==> config.mk <==
export PLATFORM = sky130hd
export DESIGN_NAME = core_top
export DESIGN_NICKNAME = d
export VERILOG_FILES = /design/src/common/core_pkg.sv /design/src/decode/inst_decoder.sv /design/src/execute/execute_unit.sv /design/src/source/core_top.sv /design/src/source/pc_unit.sv /design/src/source/register_file.sv
export SDC_FILE = /design/constraint.sdc
export NUM_CORES = 2
export LEC_CHECK = 0
export ABC_AREA = 1
export BUFFER_PORTS_ARGS = -buffer_cell sky130_fd_sc_hd__buf_2
export CORE_MARGIN = 8
export CORE_UTILIZATION = 28
export CTS_CLUSTER_SIZE = 30
export DETAILED_ROUTE_END_ITERATION = 10
export PLACE_DENSITY = 0.44
export SLEW_MARGIN = 5
export SYNTH_ARGS = -nofsm -noshare
export SYNTH_HDL_FRONTEND = slang
export SYNTH_SLANG_ARGS = --single-unit
==> constraint.sdc <==
create_clock -name clk -period 7.7 [get_ports clk]
set_input_delay 1.54 -clock clk [delete_from_list [all_inputs] [get_ports clk]]
set_output_delay 1.54 -clock clk [all_outputs]
set_load 0.05 [all_outputs]
==> src/common/core_pkg.sv <==
package core_pkg;

	// datapath width
	localparam int XLEN = 32;

	// data or address word
	typedef logic [XLEN-1:0] word_t;
	// register index
	typedef logic [4:0] reg_idx_t;
	// alu operation code
	typedef logic [3:0] alu_op_t;

	// alu operations
	localparam alu_op_t ALU_ADD    = 4'd0;
	localparam alu_op_t ALU_SUB    = 4'd1;
	localparam alu_op_t ALU_SLT    = 4'd2;
	localparam alu_op_t ALU_XOR    = 4'd3;
	localparam alu_op_t ALU_OR     = 4'd4;
	localparam alu_op_t ALU_AND    = 4'd5;
	// lui path, operand b goes straight through
	localparam alu_op_t ALU_PASS_B = 4'd6;

	// major opcodes, low two bits included
	localparam logic [6:0] OPC_OP_IMM = 7'b0010011;
	localparam logic [6:0] OPC_OP     = 7'b0110011;
	localparam logic [6:0] OPC_LUI    = 7'b0110111;
	localparam logic [6:0] OPC_AUIPC  = 7'b0010111;
	localparam logic [6:0] OPC_JAL    = 7'b1101111;
	localparam logic [6:0] OPC_JALR   = 7'b1100111;
	localparam logic [6:0] OPC_BRANCH = 7'b1100011;

	// funct3 codes for the supported subset
	localparam logic [2:0] F3_ADD_SUB = 3'b000;
	localparam logic [2:0] F3_SLT     = 3'b010;
	localparam logic [2:0] F3_XOR     = 3'b100;
	localparam logic [2:0] F3_OR      = 3'b110;
	localparam logic [2:0] F3_AND     = 3'b111;
	localparam logic [2:0] F3_BEQ     = 3'b000;
	localparam logic [2:0] F3_BNE     = 3'b001;
	localparam logic [2:0] F3_JALR    = 3'b000;

	// funct7 codes for register-register ops
	localparam logic [6:0] F7_BASE = 7'b0000000;
	localparam logic [6:0] F7_SUB  = 7'b0100000;

	// operand b sources
	localparam logic [1:0] SRC_B_REG  = 2'd0;
	localparam logic [1:0] SRC_B_IMM  = 2'd1;
	localparam logic [1:0] SRC_B_STEP = 2'd2;

	// fetch address after reset
	localparam word_t RESET_PC  = 32'h8000_0000;
	// sequential pc increment, also the link offset
	localparam word_t INST_STEP = 32'd4;

	// decoder to datapath control bundle
	typedef struct packed {
		reg_idx_t   rd;
		reg_idx_t   rs1;
		reg_idx_t   rs2;
		word_t      imm;
		alu_op_t    alu_op;
		logic       src_a_pc;
		logic [1:0] src_b_sel;
		logic       reg_write;
		logic       is_branch;
		logic       branch_ne;
		logic       is_jal;
		logic       is_jalr;
		logic       illegal;
	} ctrl_t;

	// register write trace
	typedef struct packed {
		logic     valid;
		reg_idx_t rd;
		word_t    data;
	} commit_t;

endpackage

==> src/decode/inst_decoder.sv <==
`timescale 1ns/1ps

module inst_decoder (
	input  core_pkg::word_t inst,
	output core_pkg::ctrl_t ctrl
);
	import core_pkg::*;

	// raw instruction fields
	logic [6:0] opcode;
	logic [2:0] funct3;
	logic [6:0] funct7;

	// sign-extended immediates per format
	word_t imm_i;
	word_t imm_u;
	word_t imm_j;
	word_t imm_b;

	// opcode class writes a register, before the rd and illegal filter
	logic writes_rd;

	assign opcode = inst[6:0];
	assign funct3 = inst[14:12];
	assign funct7 = inst[31:25];

	// i-type, 12 bits from the top
	assign imm_i = {{20{inst[31]}}, inst[31:20]};
	// u-type, upper 20 bits with low zeros
	assign imm_u = {inst[31:12], 12'b0};
	// j-type, scrambled 20-bit offset in halfwords
	assign imm_j = {{12{inst[31]}}, inst[19:12], inst[20], inst[30:21], 1'b0};
	// b-type, scrambled 12-bit offset in halfwords
	assign imm_b = {{20{inst[31]}}, inst[7], inst[30:25], inst[11:8], 1'b0};

	always_comb begin
		// default is a harmless add with no side effects
		ctrl           = '0;
		ctrl.rd        = inst[11:7];
		ctrl.rs1       = inst[19:15];
		ctrl.rs2       = inst[24:20];
		ctrl.alu_op    = ALU_ADD;
		ctrl.src_b_sel = SRC_B_REG;
		writes_rd      = 1'b0;

		case (opcode)
			OPC_OP_IMM: begin
				ctrl.imm       = imm_i;
				ctrl.src_b_sel = SRC_B_IMM;
				writes_rd      = 1'b1;
				// shifts and sltiu are not supported
				case (funct3)
					F3_ADD_SUB: ctrl.alu_op = ALU_ADD;
					F3_SLT:     ctrl.alu_op = ALU_SLT;
					F3_XOR:     ctrl.alu_op = ALU_XOR;
					F3_OR:      ctrl.alu_op = ALU_OR;
					F3_AND:     ctrl.alu_op = ALU_AND;
					default:    ctrl.illegal = 1'b1;
				endcase
			end
			OPC_OP: begin
				writes_rd = 1'b1;
				// funct7 and funct3 together pick the op
				case ({funct7, funct3})
					{F7_BASE, F3_ADD_SUB}: ctrl.alu_op = ALU_ADD;
					{F7_SUB, F3_ADD_SUB}:  ctrl.alu_op = ALU_SUB;
					{F7_BASE, F3_SLT}:     ctrl.alu_op = ALU_SLT;
					{F7_BASE, F3_XOR}:     ctrl.alu_op = ALU_XOR;
					{F7_BASE, F3_OR}:      ctrl.alu_op = ALU_OR;
					{F7_BASE, F3_AND}:     ctrl.alu_op = ALU_AND;
					default:               ctrl.illegal = 1'b1;
				endcase
			end
			OPC_LUI: begin
				// immediate passes through the alu
				ctrl.imm       = imm_u;
				ctrl.src_b_sel = SRC_B_IMM;
				ctrl.alu_op    = ALU_PASS_B;
				writes_rd      = 1'b1;
			end
			OPC_AUIPC: begin
				ctrl.imm       = imm_u;
				ctrl.src_a_pc  = 1'b1;
				ctrl.src_b_sel = SRC_B_IMM;
				writes_rd      = 1'b1;
			end
			OPC_JAL: begin
				// link value is pc plus 4 through the alu
				ctrl.imm       = imm_j;
				ctrl.src_a_pc  = 1'b1;
				ctrl.src_b_sel = SRC_B_STEP;
				ctrl.is_jal    = 1'b1;
				writes_rd      = 1'b1;
			end
			OPC_JALR: begin
				ctrl.imm       = imm_i;
				ctrl.src_a_pc  = 1'b1;
				ctrl.src_b_sel = SRC_B_STEP;
				// only funct3 000 is defined
				if (funct3 == F3_JALR) begin
					ctrl.is_jalr = 1'b1;
					writes_rd    = 1'b1;
				end else begin
					ctrl.illegal = 1'b1;
				end
			end
			OPC_BRANCH: begin
				ctrl.imm = imm_b;
				// beq and bne only
				case (funct3)
					F3_BEQ:  ctrl.is_branch = 1'b1;
					F3_BNE: begin
						ctrl.is_branch = 1'b1;
						ctrl.branch_ne = 1'b1;
					end
					default: ctrl.illegal = 1'b1;
				endcase
			end
			default: ctrl.illegal = 1'b1;
		endcase

		// no write for x0 or for anything unknown
		ctrl.reg_write = writes_rd && !ctrl.illegal && (ctrl.rd != '0);
	end

endmodule

==> src/execute/execute_unit.sv <==
`timescale 1ns/1ps

module execute_unit (
	input  core_pkg::ctrl_t ctrl,
	input  core_pkg::word_t pc,
	input  core_pkg::word_t rs1_data,
	input  core_pkg::word_t rs2_data,
	output core_pkg::word_t result,
	output logic            take_target,
	output core_pkg::word_t target
);
	import core_pkg::*;

	// alu operands
	word_t op_a;
	word_t op_b;
	// base and raw sum for the jump target
	word_t jump_base;
	word_t jump_sum;
	// branch compare
	logic  rs_equal;
	logic  branch_taken;

	// pc for auipc and the link value
	assign op_a = ctrl.src_a_pc ? pc : rs1_data;

	always_comb begin
		case (ctrl.src_b_sel)
			SRC_B_REG:  op_b = rs2_data;
			SRC_B_IMM:  op_b = ctrl.imm;
			SRC_B_STEP: op_b = INST_STEP;
			default:    op_b = '0;
		endcase
	end

	// alu
	always_comb begin
		case (ctrl.alu_op)
			ALU_ADD:    result = op_a + op_b;
			ALU_SUB:    result = op_a - op_b;
			// signed compare, 1 or 0
			ALU_SLT:    result = word_t'($signed(op_a) < $signed(op_b));
			ALU_XOR:    result = op_a ^ op_b;
			ALU_OR:     result = op_a | op_b;
			ALU_AND:    result = op_a & op_b;
			ALU_PASS_B: result = op_b;
			default:    result = '0;
		endcase
	end

	// beq and bne share one comparator
	assign rs_equal     = (rs1_data == rs2_data);
	assign branch_taken = ctrl.is_branch && (rs_equal ^ ctrl.branch_ne);

	// jalr is register relative, jal and branches are pc relative
	assign jump_base = ctrl.is_jalr ? rs1_data : pc;
	assign jump_sum  = jump_base + ctrl.imm;

	// bit 0 cleared for jalr only
	assign target = {jump_sum[XLEN-1:1], jump_sum[0] & ~ctrl.is_jalr};

	// redirect on any jump or a taken branch
	assign take_target = ctrl.is_jal || ctrl.is_jalr || branch_taken;

endmodule

==> src/source/core_top.sv <==
`timescale 1ns/1ps

module core_top (
	input  logic              clk,
	input  logic              arst_n,
	input  core_pkg::word_t   inst,
	output core_pkg::word_t   pc,
	output core_pkg::commit_t commit,
	output logic              illegal
);
	import core_pkg::*;

	// decoded control for the current instruction
	ctrl_t ctrl;
	// register read data
	word_t rs1_data;
	word_t rs2_data;
	// alu result, also the write-back value
	word_t result;
	// redirect request from execute
	logic  take_target;
	word_t target;

	// fetch address register
	pc_unit u_pc_unit (
		.clk         (clk),
		.arst_n      (arst_n),
		.take_target (take_target),
		.target      (target),
		.pc          (pc)
	);

	// fields, immediates and control
	inst_decoder u_inst_decoder (
		.inst (inst),
		.ctrl (ctrl)
	);

	// x1..x31, written at the end of the cycle
	register_file u_register_file (
		.clk      (clk),
		.arst_n   (arst_n),
		.rs1      (ctrl.rs1),
		.rs2      (ctrl.rs2),
		.rd       (ctrl.rd),
		.write    (ctrl.reg_write),
		.wdata    (result),
		.rs1_data (rs1_data),
		.rs2_data (rs2_data)
	);

	// operand muxes, alu and jump target
	execute_unit u_execute_unit (
		.ctrl        (ctrl),
		.pc          (pc),
		.rs1_data    (rs1_data),
		.rs2_data    (rs2_data),
		.result      (result),
		.take_target (take_target),
		.target      (target)
	);

	// trace of the write that lands on the coming edge
	// reg_write is already low for x0 and illegal encodings
	assign commit = '{valid: ctrl.reg_write, rd: ctrl.rd, data: result};

	// unsupported encoding flag
	assign illegal = ctrl.illegal;

endmodule

==> src/source/pc_unit.sv <==
`timescale 1ns/1ps

module pc_unit (
	input  logic            clk,
	input  logic            arst_n,
	input  logic            take_target,
	input  core_pkg::word_t target,
	output core_pkg::word_t pc
);
	import core_pkg::*;

	// sequential fetch address
	word_t pc_seq;
	// address for the next cycle
	word_t pc_next;

	// fall-through path
	assign pc_seq = pc + INST_STEP;

	// jumps and taken branches override the fall-through
	// illegal encodings never set take_target so they step by 4
	assign pc_next = take_target ? target : pc_seq;

	// one new pc per clock
	always_ff @(posedge clk or negedge arst_n) begin
		if (!arst_n) begin
			// boot address
			pc <= RESET_PC;
		end else begin
			pc <= pc_next;
		end
	end

endmodule

==> src/source/register_file.sv <==
`timescale 1ns/1ps

module register_file (
	input  logic              clk,
	input  logic              arst_n,
	input  core_pkg::reg_idx_t rs1,
	input  core_pkg::reg_idx_t rs2,
	input  core_pkg::reg_idx_t rd,
	input  logic              write,
	input  core_pkg::word_t   wdata,
	output core_pkg::word_t   rs1_data,
	output core_pkg::word_t   rs2_data
);
	import core_pkg::*;

	// x1..x31, x0 has no storage
	word_t regs [1:31];

	// whole file clears on reset
	always_ff @(posedge clk or negedge arst_n) begin
		if (!arst_n) begin
			for (int i = 1; i < 32; i++) begin
				regs[i] <= '0;
			end
		end else if (write && (rd != '0)) begin
			// x0 writes dropped here as well
			regs[rd] <= wdata;
		end
	end

	// combinational reads, no bypass
	// a write shows up the cycle after its edge
	assign rs1_data = (rs1 == '0) ? '0 : regs[rs1];
	assign rs2_data = (rs2 == '0) ? '0 : regs[rs2];

endmodule

# Yosys cells after proc, flatten, opt, wreduce, memory -nomap -nowiden
# Index checks and enable logic that the tools add are counted.
# word_totals
register_bits	1024
word_cells	135
# op_classes
add_sub_neg	4
n_lt_le_gt_ge	5
n_eq_ne	26
muxes	34
bitwise	9
n_reduce_logical	25
# ops
operator	n
bitwise mux 992 bit	1
binary-select mux 32 bit (select 5 bit)	2
two-way mux 32 bit	10
one-hot mux 32 bit (7 select lines)	1
demux 32 bit (select 5 bit)	1
one-hot mux 32 bit (4 select lines)	1
one-hot mux 32 bit (3 select lines)	1
adder 32 bit	2
adder 32 x 3 -> 32 bit (second input constant)	1
bitwise AND 32 bit	1
== test 32 bit	1
less-than comparator 32 bit	1
OR 32 bit	1
subtractor 32 bit	1
XOR 32 bit	1
== test 10 x 3 -> 1 bit (second input constant)	3
== test 7 bit (second input constant)	3
== test 3 bit (second input constant)	6
greater-or-equal comparator 6 bit (second input constant)	3
inverter 5 -> 6 bit	3
one-hot mux 3 bit (5 select lines)	1
== test 7 x 5 -> 1 bit (second input constant)	2
== test 7 x 6 -> 1 bit (second input constant)	2
one-hot mux 3 bit (4 select lines)	1
other kinds (29)	53

# Logic depth before layout (Yosys ltp)
# logic_depth
ltp_word	10
ltp_mapped	34
mapped_depth_nobuf	30

# Modules after synthesis
# A second synthesis with hierarchy kept.
# unflattened
cells_unflattened	11731
hier_area_um2	71428.5
# by_module_without_submodules
module	instances	cells_per_inst	area_each_um2	seq_area_each_um2
register_file	1	9243	58431.0	24823.8
execute_unit	1	2001	10033.4	0.0
pc_unit	1	308	2013.2	802.0
inst_decoder	1	179	950.9	0.0

# Worst setup path before layout
# Ideal clock, no wire load.
# synth_path
path_type	input-to-output
start	input port inst[4]
end	output port commit[20] (netlist name)
t_arrival_ps	6047
slack_ps	113
path_stages	31
cell_sequence	inv_1 or2_1 nor2_1 nand2_1 inv_1 nor2_2 inv_1 buf_2 buf_1 buf_1 nand2_1 nand2_1 ha_1 inv_1 fa_1 inv_1 nand2_1 nand2_1 o21ai_0 o21ai_0 a21oi_1 o21ai_1 nand2_1 nand2_1 a21oi_1 or2_2 nand3_1 nand2_1 nor2_1 clkbuf_1 inv_1
# synth_lines
item	line	text
start: declaration	core_top.sv:6	input core_pkg::word_t inst,
end: declaration	core_top.sv:8	output core_pkg::commit_t commit,

==> metrics.yaml <==
outcome:
  status: "finished clean"
finish:
  final_common_cell: "nand2_1"
  fin_area_sq_um: 86800
  layout_common_cells: "nand2_1 (4,629), nand3_1 (1,360), dfrtp_1 (1,023)"
  area_growth_syn_to_layout_pct: 24.0
  drive_above_1_share_pct: 13.5
  nets: 11600
setup_path:
  crit_arrival_ns: 6.12
  start_kind: "primary input"
  critPathMaxStageDelay_ns: 0.51
  required_ns: 6.16
  cp-end-kind: "output port"
  critPathSlowestCell: "buf_4"
  path_class: "primary input to output port"
  path_max_fanout: 29
sta:
  fmax_ghz: 0.131
  rsz0062_at_grt: "true"
  finalMaxSlewViolations: 0
  finalSetupViolCount: 0
  relSlewSlack_pct: 16.3
  layout_setup_ws_ns: 0.0413
  tns_ns: 0
  period_share_pct: 99.5
  tightest_slew_ns: 1.25
  timing.final.crit_period_ns: 7.66
  clock_skew_ns: 0.0384
  hold_viol: 0
global_route:
  grt_pass1_wl_um: 552000
  first_global_vias: 74600
  globalRouteTotalUtil_pct: 28.2
  grt_antenna_before_repair: 14
  grt_max_degree: 159
  grt.overflow.total: 0
clock_tree:
  insertion_delay_ns: 0.82
  htreeDepth: 4
  path_clk_slew_ns: 0.05
  cts_made_buffers: 131
  cts_tree: "yes"
  clock-sinks: 1024
  ctsHoldBuffers: 0
  cts-root-buf: "clkbuf_16"
  cts_buffer_depth: 3
drt:
  ant_nets: 0
  drt_iter0_markers: 9575
  routed_wl_um: 391000
  drtPass1Iterations: 6
  wl_per_cell_um: 26.4
  vias: 78400
  via_per_inst: 5.29
  drc: 0
logic_synthesis:
  synth_edf_count: 0
  ys_seq_area_share_pct: 36.6
  ys_types: 53
  synth.largest_area_cell: "dfrtp_1"
  postSynthCellCount: 10900
  syn-cell-area_sq_um: 70000
  synthTopCellsByArea: "dfrtp_1 (37%), nand2_1 (25%), nand3_1 (9.9%)"
  synth_top_area_share_pct: 36.6
  async_flop_share_pct: 100
  synthFlopType: "dfrtp_1"
  yosys_warnings: 0
  syn_nets: 11100
  synth_area_per_cell_sq_um: 6.39
  synth-seq-cells: 1024
worst_hold_path:
  hold_path.class: "flop to flop"
power:
  powerDensity_nw_per_um2: 206
  ir_drop_uv: 202
  p_leak_nw: 43.1
placement:
  gp_congestion: 0.978
  io_buffer_count: 104
  post_dp_cell_area_sq_um: 80800
  pre_cts_ws_ns: -0.572
  dp_hpwl_um: 266000
die:
  num_io_pins: 105
  die-width_um: 516
  die_h_um: 516
  dieArea_sq_um: 266000
  row_count: 183
  coreArea_sq_um: 249000
  start_util_pct: 28.1
run:
  drv_cap: 0
-- repair_timing --
action	CTS	global route
pin swaps	10	15
resized for setup	107	164
setup buffers	6	14
hold endpoints to repair	0	0
gates cloned	11	6
setup endpoints to repair	16	19
-- logic make-up (layout without fill, tap and decap cells) --
group / count (synthesis) / after routing / synth area share [%]
other: 0 / 6 / 0
flip-flops: 1024 / 1024 / 36.6
AND/OR/NAND/NOR: 6389 / 6389 / 37.2
adder cells (fa/ha/maj): 137 / 137 / 2.48
XOR/XNOR: 81 / 81 / 1.01
AO/OA/AOI/OAI: 1651 / 1651 / 13.1
buffers and inverters: 1665 / 2209 / 9.65
-- layer usage --
metal	part of all wire, %	vias up	GRT usage, %
met1	42	37700	37.2
met2	43	3794	43.3
met5	0.015	-	0
li1	-	36000	-
met4	7.7	8	17.8
met3	7.4	910	4.33
-- worst paths after layout --
path | startpoint | end | slack (ns) | cells after the start
max | inst[20] | commit[26] | 0.04 | 26
min | u_register_file.regs[670] | u_register_file.regs[670] | 0.48 | 2
max reg2reg | u_register_file.regs[835] | u_pc_unit.pc[22] | 2.76 | 22
min reg2reg | u_register_file.regs[670] | u_register_file.regs[670] | 0.48 | 2
max in group asynchronous | arst_n | u_register_file.regs[427] | 5.07 | 3
min in group asynchronous | arst_n | u_register_file.regs[86] | 0.76 | 1
-- flip-flops by register name (all words and copies together), names as in the netlist --
| name | flops |
|---|---|
| u_register_file.regs | 992 |
| u_pc_unit.pc | 32 |
-- where the power goes --
group          switching (W)  internal (W)  leakage [nW]  total [W]
Sequential         0.0000655       0.00543          12.8    0.00549
Clock                0.00273       0.00373          2.14    0.00646
Combinational        0.00402       0.00191          28.2    0.00594
Total                0.00682        0.0111          43.1     0.0179
-- through the flow --
step	hold slack [ns]	util, %	total power, W	cells
finish	0.479	34.9	0.0179	14800
CTS	0.480	34.6	0.0179	14800
global route	0.495	34.9	0.0185	14800
global placement	0.463	32.5	0.0113	14500
floorplan	0.449	-	0.00806	10900
detailed placement	0.466	32.5	0.0113	14500
-- cell usage after synthesis (5+ instances only) --
master,instances
a21boi_0,7
a21o_1,6
a21oi_1,416
a221oi_1,10
a31oi_1,13
buf_1,83
buf_2,344
buf_4,20
clkbuf_1,351
clkinv_1,5
dfrtp_1,1023
ha_1,134
inv_1,841
inv_2,21
nand2_1,4657
nand3_1,1388
nand3b_1,6
nand4_1,14
nor2_1,246
nor2_2,14
nor2_4,5
nor3_1,32
nor4_1,8
o2111ai_1,7
o211ai_1,240
o21a_1,6
o21ai_0,848
o21ai_1,33
o21bai_1,9
o221ai_1,13
o22ai_1,31
or2_2,7
xnor2_1,19
xor2_1,62
-- worst max-delay path, delay by kind of cell --
family | cells | cell delay [ns]
AOI/OAI and AO/OA | 8 | 1.59
and+or+nand+nor | 9 | 0.95
adders and majority gates | 1 | 0.33
buffers and inverters | 8 | 1.63
-- cell type report --
cell class	count	area, sq um
fill	26900	162000
multi-input combinational	8258	38600
sequential	1024	25600
inverter	867	3320
timing repair buffer	1107	10800
antenna	6	15.0
tap	3330	4170
clock buffer	194	3900
clock inverter	41	462
(Power assumes the default switching activity.)
